<file path="config.mk">
export PLATFORM = sky130hd
export DESIGN_NAME = fetch_top
export DESIGN_NICKNAME = d
export VERILOG_FILES = /design/src/hw/fetch_pkg.sv /design/src/hw/fetch_ifu.sv /design/src/hw/icache_array.sv /design/src/hw/icache_csr.sv /design/src/hw/fetch_top.sv
export SDC_FILE = /design/constraint.sdc
export NUM_CORES = 2
export LEC_CHECK = 0
export BUFFER_PORTS_ARGS = -buffer_cell sky130_fd_sc_hd__buf_4
export CELL_PAD_IN_SITES_DETAIL_PLACEMENT = 1
export CELL_PAD_IN_SITES_GLOBAL_PLACEMENT = 2
export CORE_MARGIN = 2
export CORE_UTILIZATION = 54
export DETAILED_ROUTE_END_ITERATION = 8
export PLACE_DENSITY_LB_ADDON = 0.05
export SETUP_SLACK_MARGIN = 0.3
export SLEW_MARGIN = 25
export SYNTH_ARGS = -nofsm -noshare
export SYNTH_HDL_FRONTEND = slang
export SYNTH_SLANG_ARGS = --single-unit
</file>
<file path="constraint.sdc">
create_clock -name clk -period 7.45 [get_ports clk]
set_input_delay 0.745 -clock clk [delete_from_list [all_inputs] [get_ports clk]]
set_output_delay 0.745 -clock clk [all_outputs]
set_load 0.01 [all_outputs]
</file>
<file path="src/hw/fetch_pkg.sv">
package fetch_pkg;

    // datapath width
    localparam int XLEN = 32;

    // cache geometry
    localparam int LINE_WORDS = 4;
    localparam int LINE_BYTES = LINE_WORDS * (XLEN / 8);
    localparam int NUM_LINES  = 16;

    // address fields
    localparam int OFFSET_W   = $clog2(LINE_BYTES);
    localparam int WORD_W     = $clog2(LINE_WORDS);
    localparam int BYTE_OFF_W = OFFSET_W - WORD_W;  // byte within a word
    localparam int INDEX_W    = $clog2(NUM_LINES);
    localparam int TAG_W      = XLEN - OFFSET_W - INDEX_W;

    // read response
    localparam int              RESP_W    = 2;
    localparam logic [RESP_W-1:0] RESP_OKAY = 2'b00;

    // register block
    localparam int CSR_ADDR_W = 2;

    localparam logic [CSR_ADDR_W-1:0] CSR_CTRL   = CSR_ADDR_W'(0);
    localparam logic [CSR_ADDR_W-1:0] CSR_HITS   = CSR_ADDR_W'(1);
    localparam logic [CSR_ADDR_W-1:0] CSR_MISSES = CSR_ADDR_W'(2);

    // CSR_CTRL bits
    localparam int CTRL_EN_BIT    = 0;
    localparam int CTRL_FLUSH_BIT = 1;  // write 1 to flush, reads 0

endpackage

</file>
<file path="src/hw/fetch_ifu.sv">
`timescale 1ns/100ps

module fetch_ifu (
    input  logic                           clk,
    input  logic                           rst,

    input  logic [fetch_pkg::XLEN-1:0]     pc,
    input  logic                           idu_ready,
    output logic                           ifu_valid,
    output logic [fetch_pkg::XLEN-1:0]     inst,

    output logic [fetch_pkg::XLEN-1:0]     araddr,
    output logic                           arvalid,
    input  logic                           arready,

    input  logic [fetch_pkg::XLEN-1:0]     rdata,
    input  logic [fetch_pkg::RESP_W-1:0]   rresp,
    input  logic                           rvalid,
    output logic                           rready,

    output logic                           lookup_req,
    output logic [fetch_pkg::XLEN-1:0]     lookup_addr,
    input  logic                           hit,
    input  logic [fetch_pkg::XLEN-1:0]     lookup_data,

    output logic                           refill_we,
    output logic [fetch_pkg::XLEN-1:0]     refill_addr,
    output logic [fetch_pkg::XLEN-1:0]     refill_word,
    output logic                           refill_last,

    output logic                           hit_event,
    output logic                           miss_event
);
    import fetch_pkg::*;

    typedef enum logic [1:0] {
        IDLE,
        CHECK,
        REFILL,
        DELIVER
    } state_t;

    state_t            state;
    logic [XLEN-1:0]   last_pc;
    logic [XLEN-1:0]   line_base;
    logic              accept;
    logic              beat_done;
    logic              beat_ok;
    logic [WORD_W-1:0] beat_idx;
    logic              beat_last;
    logic              beat_match;

    // new fetch only when pc moved and decode can take it
    assign accept     = (state == IDLE) && (pc != last_pc) && idu_ready;
    assign line_base  = {last_pc[XLEN-1:OFFSET_W], {OFFSET_W{1'b0}}};
    assign beat_done  = rvalid && rready;
    assign beat_ok    = (rresp == RESP_OKAY);
    assign beat_idx   = araddr[BYTE_OFF_W +: WORD_W];
    assign beat_last  = (beat_idx == WORD_W'(LINE_WORDS - 1));
    assign beat_match = (beat_idx == last_pc[BYTE_OFF_W +: WORD_W]);

    assign lookup_addr = last_pc;  // updated on the same edge as lookup_req

    always_ff @(posedge clk or posedge rst) begin
        if (rst) begin
            state       <= IDLE;
            last_pc     <= '0;
            ifu_valid   <= 1'b0;
            arvalid     <= 1'b0;
            rready      <= 1'b0;
            lookup_req  <= 1'b0;
            refill_we   <= 1'b0;
            refill_last <= 1'b0;
            hit_event   <= 1'b0;
            miss_event  <= 1'b0;
        end else begin
            // strobes
            lookup_req  <= 1'b0;
            refill_we   <= 1'b0;
            refill_last <= 1'b0;
            hit_event   <= 1'b0;
            miss_event  <= 1'b0;

            case (state)
                IDLE: begin
                    if (accept) begin
                        last_pc    <= pc;
                        lookup_req <= 1'b1;
                        state      <= CHECK;
                    end
                end
                CHECK: begin
                    // first cycle is the lookup itself, result follows
                    if (!lookup_req) begin
                        if (hit) begin
                            hit_event <= 1'b1;
                            ifu_valid <= 1'b1;
                            state     <= DELIVER;
                        end else begin
                            miss_event <= 1'b1;
                            arvalid    <= 1'b1;
                            state      <= REFILL;
                        end
                    end
                end
                REFILL: begin
                    if (arvalid && arready) begin
                        arvalid <= 1'b0;
                        rready  <= 1'b1;
                    end
                    if (beat_done) begin
                        rready <= 1'b0;
                        if (beat_ok) begin
                            refill_we   <= 1'b1;
                            refill_last <= beat_last;
                            if (beat_last) begin
                                ifu_valid <= 1'b1;
                                state     <= DELIVER;
                            end else begin
                                arvalid <= 1'b1;  // next word
                            end
                        end else begin
                            arvalid <= 1'b1;  // retry same word
                        end
                    end
                end
                DELIVER: begin
                    if (idu_ready) begin
                        ifu_valid <= 1'b0;
                        state     <= IDLE;
                    end
                end
                default: state <= IDLE;
            endcase
        end
    end

    // payload path
    always_ff @(posedge clk) begin
        case (state)
            CHECK: begin
                if (!lookup_req) begin
                    if (hit) begin
                        inst <= lookup_data;
                    end else begin
                        araddr <= line_base;
                    end
                end
            end
            REFILL: begin
                if (beat_done && beat_ok) begin
                    refill_addr <= araddr;
                    refill_word <= rdata;
                    if (beat_match) begin
                        inst <= rdata;  // the word decode asked for
                    end
                    if (!beat_last) begin
                        araddr <= araddr + XLEN'(XLEN / 8);
                    end
                end
            end
            default: ;
        endcase
    end

    ar_hold: assert property (@(posedge clk) disable iff (rst)
        arvalid && !arready |=> arvalid && $stable(araddr));

    valid_hold: assert property (@(posedge clk) disable iff (rst)
        ifu_valid && !idu_ready |=> ifu_valid && $stable(inst));

endmodule

</file>
<file path="src/hw/icache_array.sv">
`timescale 1ns/100ps

module icache_array (
    input  logic                        clk,
    input  logic                        rst,

    input  logic                        lookup_req,
    input  logic [fetch_pkg::XLEN-1:0]  lookup_addr,
    output logic                        hit,
    output logic [fetch_pkg::XLEN-1:0]  lookup_data,

    input  logic                        refill_we,
    input  logic [fetch_pkg::XLEN-1:0]  refill_addr,
    input  logic [fetch_pkg::XLEN-1:0]  refill_word,
    input  logic                        refill_last,

    input  logic                        enable,
    input  logic                        flush
);
    import fetch_pkg::*;

    // storage
    logic [TAG_W-1:0]     tag_mem  [NUM_LINES];
    logic [XLEN-1:0]      data_mem [NUM_LINES * LINE_WORDS];
    logic [NUM_LINES-1:0] valid;

    // lookup fields
    logic [INDEX_W-1:0]   lk_index;
    logic [WORD_W-1:0]    lk_word;
    logic [TAG_W-1:0]     lk_tag;
    logic                 lk_match;

    // refill fields
    logic [INDEX_W-1:0]   rf_index;
    logic [WORD_W-1:0]    rf_word;
    logic [TAG_W-1:0]     rf_tag;

    assign lk_index = lookup_addr[OFFSET_W +: INDEX_W];
    assign lk_word  = lookup_addr[BYTE_OFF_W +: WORD_W];
    assign lk_tag   = lookup_addr[XLEN-1 -: TAG_W];

    assign rf_index = refill_addr[OFFSET_W +: INDEX_W];
    assign rf_word  = refill_addr[BYTE_OFF_W +: WORD_W];
    assign rf_tag   = refill_addr[XLEN-1 -: TAG_W];

    // disabled cache never hits
    assign lk_match = enable && valid[lk_index] && (tag_mem[lk_index] == lk_tag);

    always_ff @(posedge clk or posedge rst) begin
        if (rst) begin
            hit   <= 1'b0;
            valid <= '0;
        end else begin
            if (lookup_req) begin
                hit <= lk_match;
            end
            // flush beats a line completing in the same cycle
            if (flush) begin
                valid <= '0;
            end else if (refill_we && refill_last && enable) begin
                valid[rf_index] <= 1'b1;
            end
        end
    end

    always_ff @(posedge clk) begin
        if (lookup_req) begin
            lookup_data <= data_mem[{lk_index, lk_word}];
        end
        if (refill_we) begin
            data_mem[{rf_index, rf_word}] <= refill_word;
            if (refill_last) begin
                tag_mem[rf_index] <= rf_tag;  // tag goes in with the last word
            end
        end
    end

    // fetch unit serializes lookup and refill
    no_overlap: assert property (@(posedge clk) disable iff (rst)
        !(refill_we && lookup_req));

endmodule

</file>
<file path="src/hw/icache_csr.sv">
`timescale 1ns/100ps

module icache_csr (
    input  logic                              clk,
    input  logic                              rst,

    input  logic                              csr_wr,
    input  logic [fetch_pkg::CSR_ADDR_W-1:0]  csr_addr,
    input  logic [fetch_pkg::XLEN-1:0]        csr_wdata,
    output logic [fetch_pkg::XLEN-1:0]        csr_rdata,

    input  logic                              hit_event,
    input  logic                              miss_event,

    output logic                              enable,
    output logic                              flush
);
    import fetch_pkg::*;

    logic [XLEN-1:0] hits;
    logic [XLEN-1:0] misses;
    logic            ctrl_wr;
    logic            hits_clr;
    logic            misses_clr;

    assign ctrl_wr    = csr_wr && (csr_addr == CSR_CTRL);
    assign hits_clr   = csr_wr && (csr_addr == CSR_HITS);
    assign misses_clr = csr_wr && (csr_addr == CSR_MISSES);

    always_ff @(posedge clk or posedge rst) begin
        if (rst) begin
            enable <= 1'b0;
            flush  <= 1'b0;
            hits   <= '0;
            misses <= '0;
        end else begin
            flush <= ctrl_wr && csr_wdata[CTRL_FLUSH_BIT];  // one-cycle pulse
            if (ctrl_wr) begin
                enable <= csr_wdata[CTRL_EN_BIT];
            end

            // counters saturate at all ones
            if (hits_clr) begin
                hits <= '0;
            end else if (hit_event && (hits != '1)) begin
                hits <= hits + 1'b1;
            end

            if (misses_clr) begin
                misses <= '0;
            end else if (miss_event && (misses != '1)) begin
                misses <= misses + 1'b1;
            end
        end
    end

    always_comb begin
        csr_rdata = '0;
        case (csr_addr)
            CSR_CTRL:   csr_rdata[CTRL_EN_BIT] = enable;
            CSR_HITS:   csr_rdata = hits;
            CSR_MISSES: csr_rdata = misses;
            default:    csr_rdata = '0;
        endcase
    end

    one_event: assert property (@(posedge clk) disable iff (rst)
        !(hit_event && miss_event));

endmodule

</file>
<file path="src/hw/fetch_top.sv">
`timescale 1ns/100ps

module fetch_top (
    input  logic                              clk,
    input  logic                              rst,

    input  logic [fetch_pkg::XLEN-1:0]        pc,
    input  logic                              idu_ready,
    output logic                              ifu_valid,
    output logic [fetch_pkg::XLEN-1:0]        inst,

    output logic [fetch_pkg::XLEN-1:0]        araddr,
    output logic                              arvalid,
    input  logic                              arready,
    input  logic [fetch_pkg::XLEN-1:0]        rdata,
    input  logic [fetch_pkg::RESP_W-1:0]      rresp,
    input  logic                              rvalid,
    output logic                              rready,

    input  logic                              csr_wr,
    input  logic [fetch_pkg::CSR_ADDR_W-1:0]  csr_addr,
    input  logic [fetch_pkg::XLEN-1:0]        csr_wdata,
    output logic [fetch_pkg::XLEN-1:0]        csr_rdata
);
    import fetch_pkg::*;

    // ifu to cache
    logic            lookup_req;
    logic [XLEN-1:0] lookup_addr;
    logic            hit;
    logic [XLEN-1:0] lookup_data;
    logic            refill_we;
    logic [XLEN-1:0] refill_addr;
    logic [XLEN-1:0] refill_word;
    logic            refill_last;

    // ifu to csr, csr to cache
    logic            hit_event;
    logic            miss_event;
    logic            enable;
    logic            flush;

    fetch_ifu u_ifu (
        .clk         (clk),
        .rst         (rst),
        .pc          (pc),
        .idu_ready   (idu_ready),
        .ifu_valid   (ifu_valid),
        .inst        (inst),
        .araddr      (araddr),
        .arvalid     (arvalid),
        .arready     (arready),
        .rdata       (rdata),
        .rresp       (rresp),
        .rvalid      (rvalid),
        .rready      (rready),
        .lookup_req  (lookup_req),
        .lookup_addr (lookup_addr),
        .hit         (hit),
        .lookup_data (lookup_data),
        .refill_we   (refill_we),
        .refill_addr (refill_addr),
        .refill_word (refill_word),
        .refill_last (refill_last),
        .hit_event   (hit_event),
        .miss_event  (miss_event)
    );

    icache_array u_array (
        .clk         (clk),
        .rst         (rst),
        .lookup_req  (lookup_req),
        .lookup_addr (lookup_addr),
        .hit         (hit),
        .lookup_data (lookup_data),
        .refill_we   (refill_we),
        .refill_addr (refill_addr),
        .refill_word (refill_word),
        .refill_last (refill_last),
        .enable      (enable),
        .flush       (flush)
    );

    icache_csr u_csr (
        .clk        (clk),
        .rst        (rst),
        .csr_wr     (csr_wr),
        .csr_addr   (csr_addr),
        .csr_wdata  (csr_wdata),
        .csr_rdata  (csr_rdata),
        .hit_event  (hit_event),
        .miss_event (miss_event),
        .enable     (enable),
        .flush      (flush)
    );

endmodule

</file>
**Word level (Yosys, flattened, before mapping)**

Memory sizes are Yosys's and may differ from the RTL's. A register that Yosys moved wholly into a read port is not among the register bits.
Cells that the tools add are included.
Widths: inputs -> output; s select.

- Memories: 2
- RAM bits: 2432
- Output and inout bits: 99
- Register bits after elaboration: 253
- Logic and storage cells: 149

- Multiplexer cells: 65
- Bitwise logic cells: 1
- $add $sub $neg: 3
- Reduce and logical (&&, ||, !) cells: 33
- Order comparisons: 3
- Equal/unequal tests: 22

Memories:

| name | words | bits a word | read ports | clocked after Yosys merged registers in | wr ports | RTL line | text |
|---|---|---|---|---|---|---|---|
| u_array.data_mem | 64 | 32 | 1 | 1 | 1 | icache_array.sv:24 | `logic [XLEN-1:0] data_mem [NUM_LINES * LINE_WORDS];` |
| u_array.tag_mem | 16 | 24 | 1 | 0 | 1 | icache_array.sv:23 | `logic [TAG_W-1:0] tag_mem [NUM_LINES];` |

Operators by type and width:

| cell | number |
|---|---|
| $mux 32 | 12 |
| $pmux 32 s2 | 2 |
| $add 32x1->32 const B | 2 |
| $ne 32x32->1 const B | 2 |
| $pmux 31 s2 | 1 |
| $mux 1 | 36 |
| $add 32x3->32 const B | 1 |
| $mux 16 | 2 |
| $ne 32x32->1 | 1 |
| $eq 24x24->1 | 1 |
| $logic_and 1x1->1 | 16 |
| $or 16x16->16 | 1 |
| $ne 2x1->1 const B | 7 |
| $mux 2 | 6 |
| $lt 4x5->1 const B | 2 |
| $reduce_and 5->1 | 2 |
| $reduce_bool 2->1 | 5 |
| $eq 2x2->1 const B | 4 |
| $ne 2x2->1 const B | 4 |
| $pmux 2 s4 | 1 |
| $reduce_and 7->1 | 1 |
| $logic_not 2->1 | 3 |
| $pmux 1 s3 | 2 |
| $reduce_and 2->1 | 3 |
| other kinds (9) | 10 |

**Logic depth before layout (Yosys ltp)**

- Word-level depth: 7
- Depth in mapped cells: 12
- Mapped depth without buffers: 8

**Cells and area by module**

From an unflattened synthesis, not the netlist that was laid out.

- Cells, all modules: 4763
- Area total of the unflattened synthesis: 106014.2 µm²

Modules (own cells, without submodules):

| module | cells each | seq. area each (µm²) | area each (µm²) | times used |
|---|---|---|---|---|
| icache_array | 3803 | 74416.4 | 94719.6 | 1 |
| fetch_ifu | 484 | 4774.6 | 7123.1 | 1 |
| icache_csr | 476 | 1651.6 | 4171.5 | 1 |

**Least setup slack after synthesis**

OpenSTA, ideal clock, no wires.

- Path type: register -> register
- Start point: register u_ifu.last_pc[3] (netlist: u_ifu.lookup_addr[3])
- End point: register u_ifu.inst[0] (netlist name) (enable)
- Stages on the path, launching flop included: 8
- Library setup time: 0.432 ns
- Path slack: 3.779 ns
- Path buffers: 4
- Data arrival time: 3.239 ns
- Cells stage by stage: dfrtp_1 buf_2 buf_2 buf_1 buf_1 xnor2_1 nand3_1 a21oi_1

- Cells in the longest elaborated chain, start to end: 3

Ends and longest elaborated chain:

| element | RTL line | text |
|---|---|---|
| start: declaration | fetch_ifu.sv:44 | `logic [XLEN-1:0] last_pc;` |
| start signal: assignment | fetch_ifu.sv:87 | `last_pc <= pc;` |
| $eq 2x2->1 | fetch_ifu.sv:60 | `assign beat_match = (beat_idx == last_pc[BYTE_OFF_W +: WORD_W]);` |
| $ne 2x1->1 (no line) | - |  |
| $reduce_and 5->1 (no line) | - |  |
| end signal: assignment | fetch_ifu.sv:144 | `inst <= lookup_data;` |
| end signal: assignment | fetch_ifu.sv:155 | `inst <= rdata;` |
| end: declaration | fetch_ifu.sv:10 | `output logic [fetch_pkg::XLEN-1:0] inst,` |

Every way passes these cells.
A chain may end at the register's enable or synchronous reset.

==> flow_summary.toml <==
[yosys]
synthFlopType = "edfxtp_1"
yosysTopAreaCell = "edfxtp_1"
yosysUniqueCellTypes = 73
netlist_area_mm2 = 0.1058
avgSynthCellArea_um2 = 22.11
yosysTopAreaCellShare_pct = 73.43
syn_inst = 4786
synthArstFlopShare_pct = 4.607
synth_edf_count = 2588
ys_seq_area_share_pct = 76.39
synth_warnings = 0
synth_seq_cells = 2713
synth.area.top_cells = "edfxtp_1 73%, mux4_2 16%, dfrtp_1 3.0%"

[cells_and_area]
fin_area_mm2 = 0.1207
nNetsFinal = 5322
areaGrowthSynthToFinish_pct = 14.05
final_cell_mix = "2588 x edfxtp_1, 739 x mux4_2, 324 x buf_4, 305 x clkbuf_16, 138 x nor2_1"
final_common_cell = "edfxtp_1"
drive_gt1_share_pct = 30.17
final_util_pct = 61.97

[timing]
fin_crit_ns = 4.383
skew_ns = 0.04587
final-hold-violation-count = 0
final.period_utilization_pct = 58.83
rsz0062_at_grt = "false"
setup_violations = 0
tightest_slew_ns = 1.085
relSlewSlack_pct = 27.66
fin_tns_setup_ns = 0
slew_viol_final = 0
fmax_mhz = 228.1

[die]
num_rows = 162
die-area_mm2 = 0.1995
start_util_pct = 54.33
core_mm2 = 0.1948
pin_count = 205
fp.dieH_um = 446.7
dieWidth_um = 446.7

[grt]
grt_overflow = 0
grt_start_max_net_pins = 144
grt_antenna_before_repair = 10
grt_pass1_wl_um = 408000
grt_pass1_vias = 54150
grtUsageTotal_pct = 29.33

[clock_tree]
clock_path_buffers = 4
htreeDepth = 5
root_buffer = "clkbuf_16"
cts_made_buffers = 296
clock_sinks = 2713
path_clk_slew_ns = 0.06
cts_setup_buffers = 0
cts_tree = "done"
insertion_delay_ns = 0.94
postCtsResizedCells = 0

[worst_setup_path]
critical-path-max-stage-delay_ns = 0.94
path_cells = "buf_4 -> buf_4 -> mux4_2 -> mux4_2 -> mux4_2"
critPathKind = "flop to flop"
slowest_stage = "dfrtp_4"
cp_max_fo = 39
cp-start-kind = "flop"
arrival_ns = 5.03
worst_setup_path_end_kind = "flop"
path_common_cell = "mux4_2"
crit_required_ns = 8.10
reg2regPathDepth = 5

[placement]
place.gp.congestion = 0.7909
place_area_mm2 = 0.1112
port_buffers = 172
dp_hpwl_um = 157400

[min_path]
whs_path_depth = 3
hold_class = "input pin to flop"

[power]
p_int_mw = 30.86
p_comb_share_pct = 25.1
pwr-share-seq_pct = 42.3
switching_power_mw = 12.16
switching_share_pct = 28.27
vdd_drop_max_mv = 0.2712
p_clk_share_pct = 32.6
powerDensity_mw_per_mm2 = 356.5
p_leak_nw = 38.40

[flow_run]
timing.max_cap.violations = 0

[routing]
totalWireLength_um = 287200
wl_per_cell_um = 35.73
drc = 0
dr.pass1.iters = 5
vias = 51970
drt_iter0_drc = 6105
postRouteAntennaNets = 0
via_per_inst = 6.466

[status]
status = "finished, final reports clean"
==> repair_timing <==
item                       in CTS  in global routing
setup endpoints to repair       0                  0
hold endpoints to repair       90                  0
hold buffers                   33                  0
==> power by group through the flow <==
stage	Clock [mW]	Sequential, mW	Combinational (mW)
2_1_floorplan	0	18.0	7.83
3_3_place_gp	0	18.5	10.8
3_5_place_dp	0	18.5	10.9
4_1_cts	14.3	18.2	11.0
5_1_grt	14.8	18.3	11.4
6_report	14.0	18.2	10.8
==> area by class of cell <==
class	instances	area [µm²]
Multi-Input combinational cell	1808	24410
Clock inverter	143	1257
Sequential cell	2713	80860
Tap cell	2624	3283
Timing Repair Buffer	366	2917
Clock buffer	359	7875
Fill cell	15590	74090
Antenna cell	4	10.01
Inverter	20	88.84
==> registers in the layout (all words and copies together), names as in the netlist, 2 cells and up <==
register and count:
u_array.data_mem 2048, u_array.lookup_data 32, u_array.tag_mem 384, u_array.valid 16, u_csr.hits 32, u_csr.misses 32, u_ifu.araddr 30, u_ifu.inst 32
u_ifu.lookup_addr 32, u_ifu.refill_addr 30, u_ifu.refill_word 32, u_ifu.state 2
==> cell families after synthesis <==
group                    synth area share [%]
flip-flops                              76.39
AND/OR/NAND/NOR                         2.632
multiplexers                            17.20
XOR/XNOR                                1.192
buffers and inverters                   1.176
AO/OA/AOI/OAI                           1.278
adder cells (fa/ha/maj)                0.1300
other                                0.003543
==> cells in the mapped netlist, types with 3 or more instances <==
| cell type | n |
|---|---|
| o2111ai_1 | 4 |
| a31oi_1 | 17 |
| a22oi_1 | 45 |
| mux4_2 | 739 |
| mux2i_1 | 65 |
| nand2b_1 | 4 |
| nand2_1 | 113 |
| nand4_1 | 36 |
| clkbuf_1 | 119 |
| nor2_1 | 218 |
| buf_4 | 17 |
| mux4_1 | 8 |
| nor2b_1 | 56 |
| and2_1 | 13 |
| o211ai_1 | 4 |
| or4_1 | 3 |
| nand3_1 | 45 |
| and3b_1 | 3 |
| and3_1 | 17 |
| and4_1 | 14 |
| edfxtp_1 | 2588 |
| dfrtp_1 | 125 |
| mux2_2 | 62 |
| nor3_1 | 18 |
| ha_1 | 11 |
| inv_1 | 18 |
| a21oi_1 | 61 |
| buf_1 | 30 |
| nor3b_1 | 4 |
| or3_1 | 12 |
| a22o_1 | 3 |
| a211oi_1 | 15 |
| buf_6 | 8 |
| o31ai_1 | 3 |
| xnor2_1 | 78 |
| xor2_1 | 66 |
| a221oi_1 | 4 |
| buf_2 | 68 |
| nor4_1 | 8 |
| o21ai_0 | 20 |
==> per-stage QoR <==
| stage | setup slack, ns | hold WS [ns] | instances | power (mW) |
|---|---|---|---|---|
| 3_5_place_dp | 2.952 | 0.4798 | 7498 | 29.41 |
| 6_report | 3.067 | 0.06167 | 8037 | 43.03 |
| 5_1_grt | 2.744 | 0.05729 | 8034 | 44.48 |
| 4_1_cts | 2.943 | 0.009135 | 8033 | 43.42 |
| 2_1_floorplan | 3.377 | 0.4543 | 4787 | 25.80 |
| 3_3_place_gp | 2.938 | 0.4712 | 7496 | 29.28 |
==> worst max-delay path, delay by kind of cell (launching register included) <==
kind / cells / cell delay (ns)
buffers and inverters: 2 / 1.43
flip-flops: 1 / 0.94
multiplexers: 3 / 1.64
==> path summary, 6_finish.rpt <==
path                                                    endpoint                             start  slack [ns]
worst max-delay path            u_array.lookup_data[5]$_DFFE_PP_  u_ifu.lookup_addr[2]$_DFFE_PP0P_        3.07
worst min-delay path            u_ifu.lookup_addr[4]$_DFFE_PP0P_                             pc[4]        0.06
worst max register to register  u_array.lookup_data[5]$_DFFE_PP_  u_ifu.lookup_addr[2]$_DFFE_PP0P_        3.07
worst min register to register      u_array.valid[6]$_DFFE_PP0P_      u_array.valid[6]$_DFFE_PP0P_        0.50
max in group asynchronous           u_csr.misses[25]$_DFFE_PP0P_                               rst        5.57
min in group asynchronous              u_ifu.refill_we$_DFF_PP0_                               rst        0.51
==> layer usage <==
layer | wire length [µm] | global-route usage (%) | vias to the layer above
li1 | - | - | 20860
met1 | 113900 | 41.39 | 28350
met2 | 142800 | 47.53 | 2268
met3 | 21400 | 4.860 | 499
met4 | 9119 | 9.190 | 0
met5 | 0 | 0 | -
No activity file was read; power rests on OpenSTA's default activity.
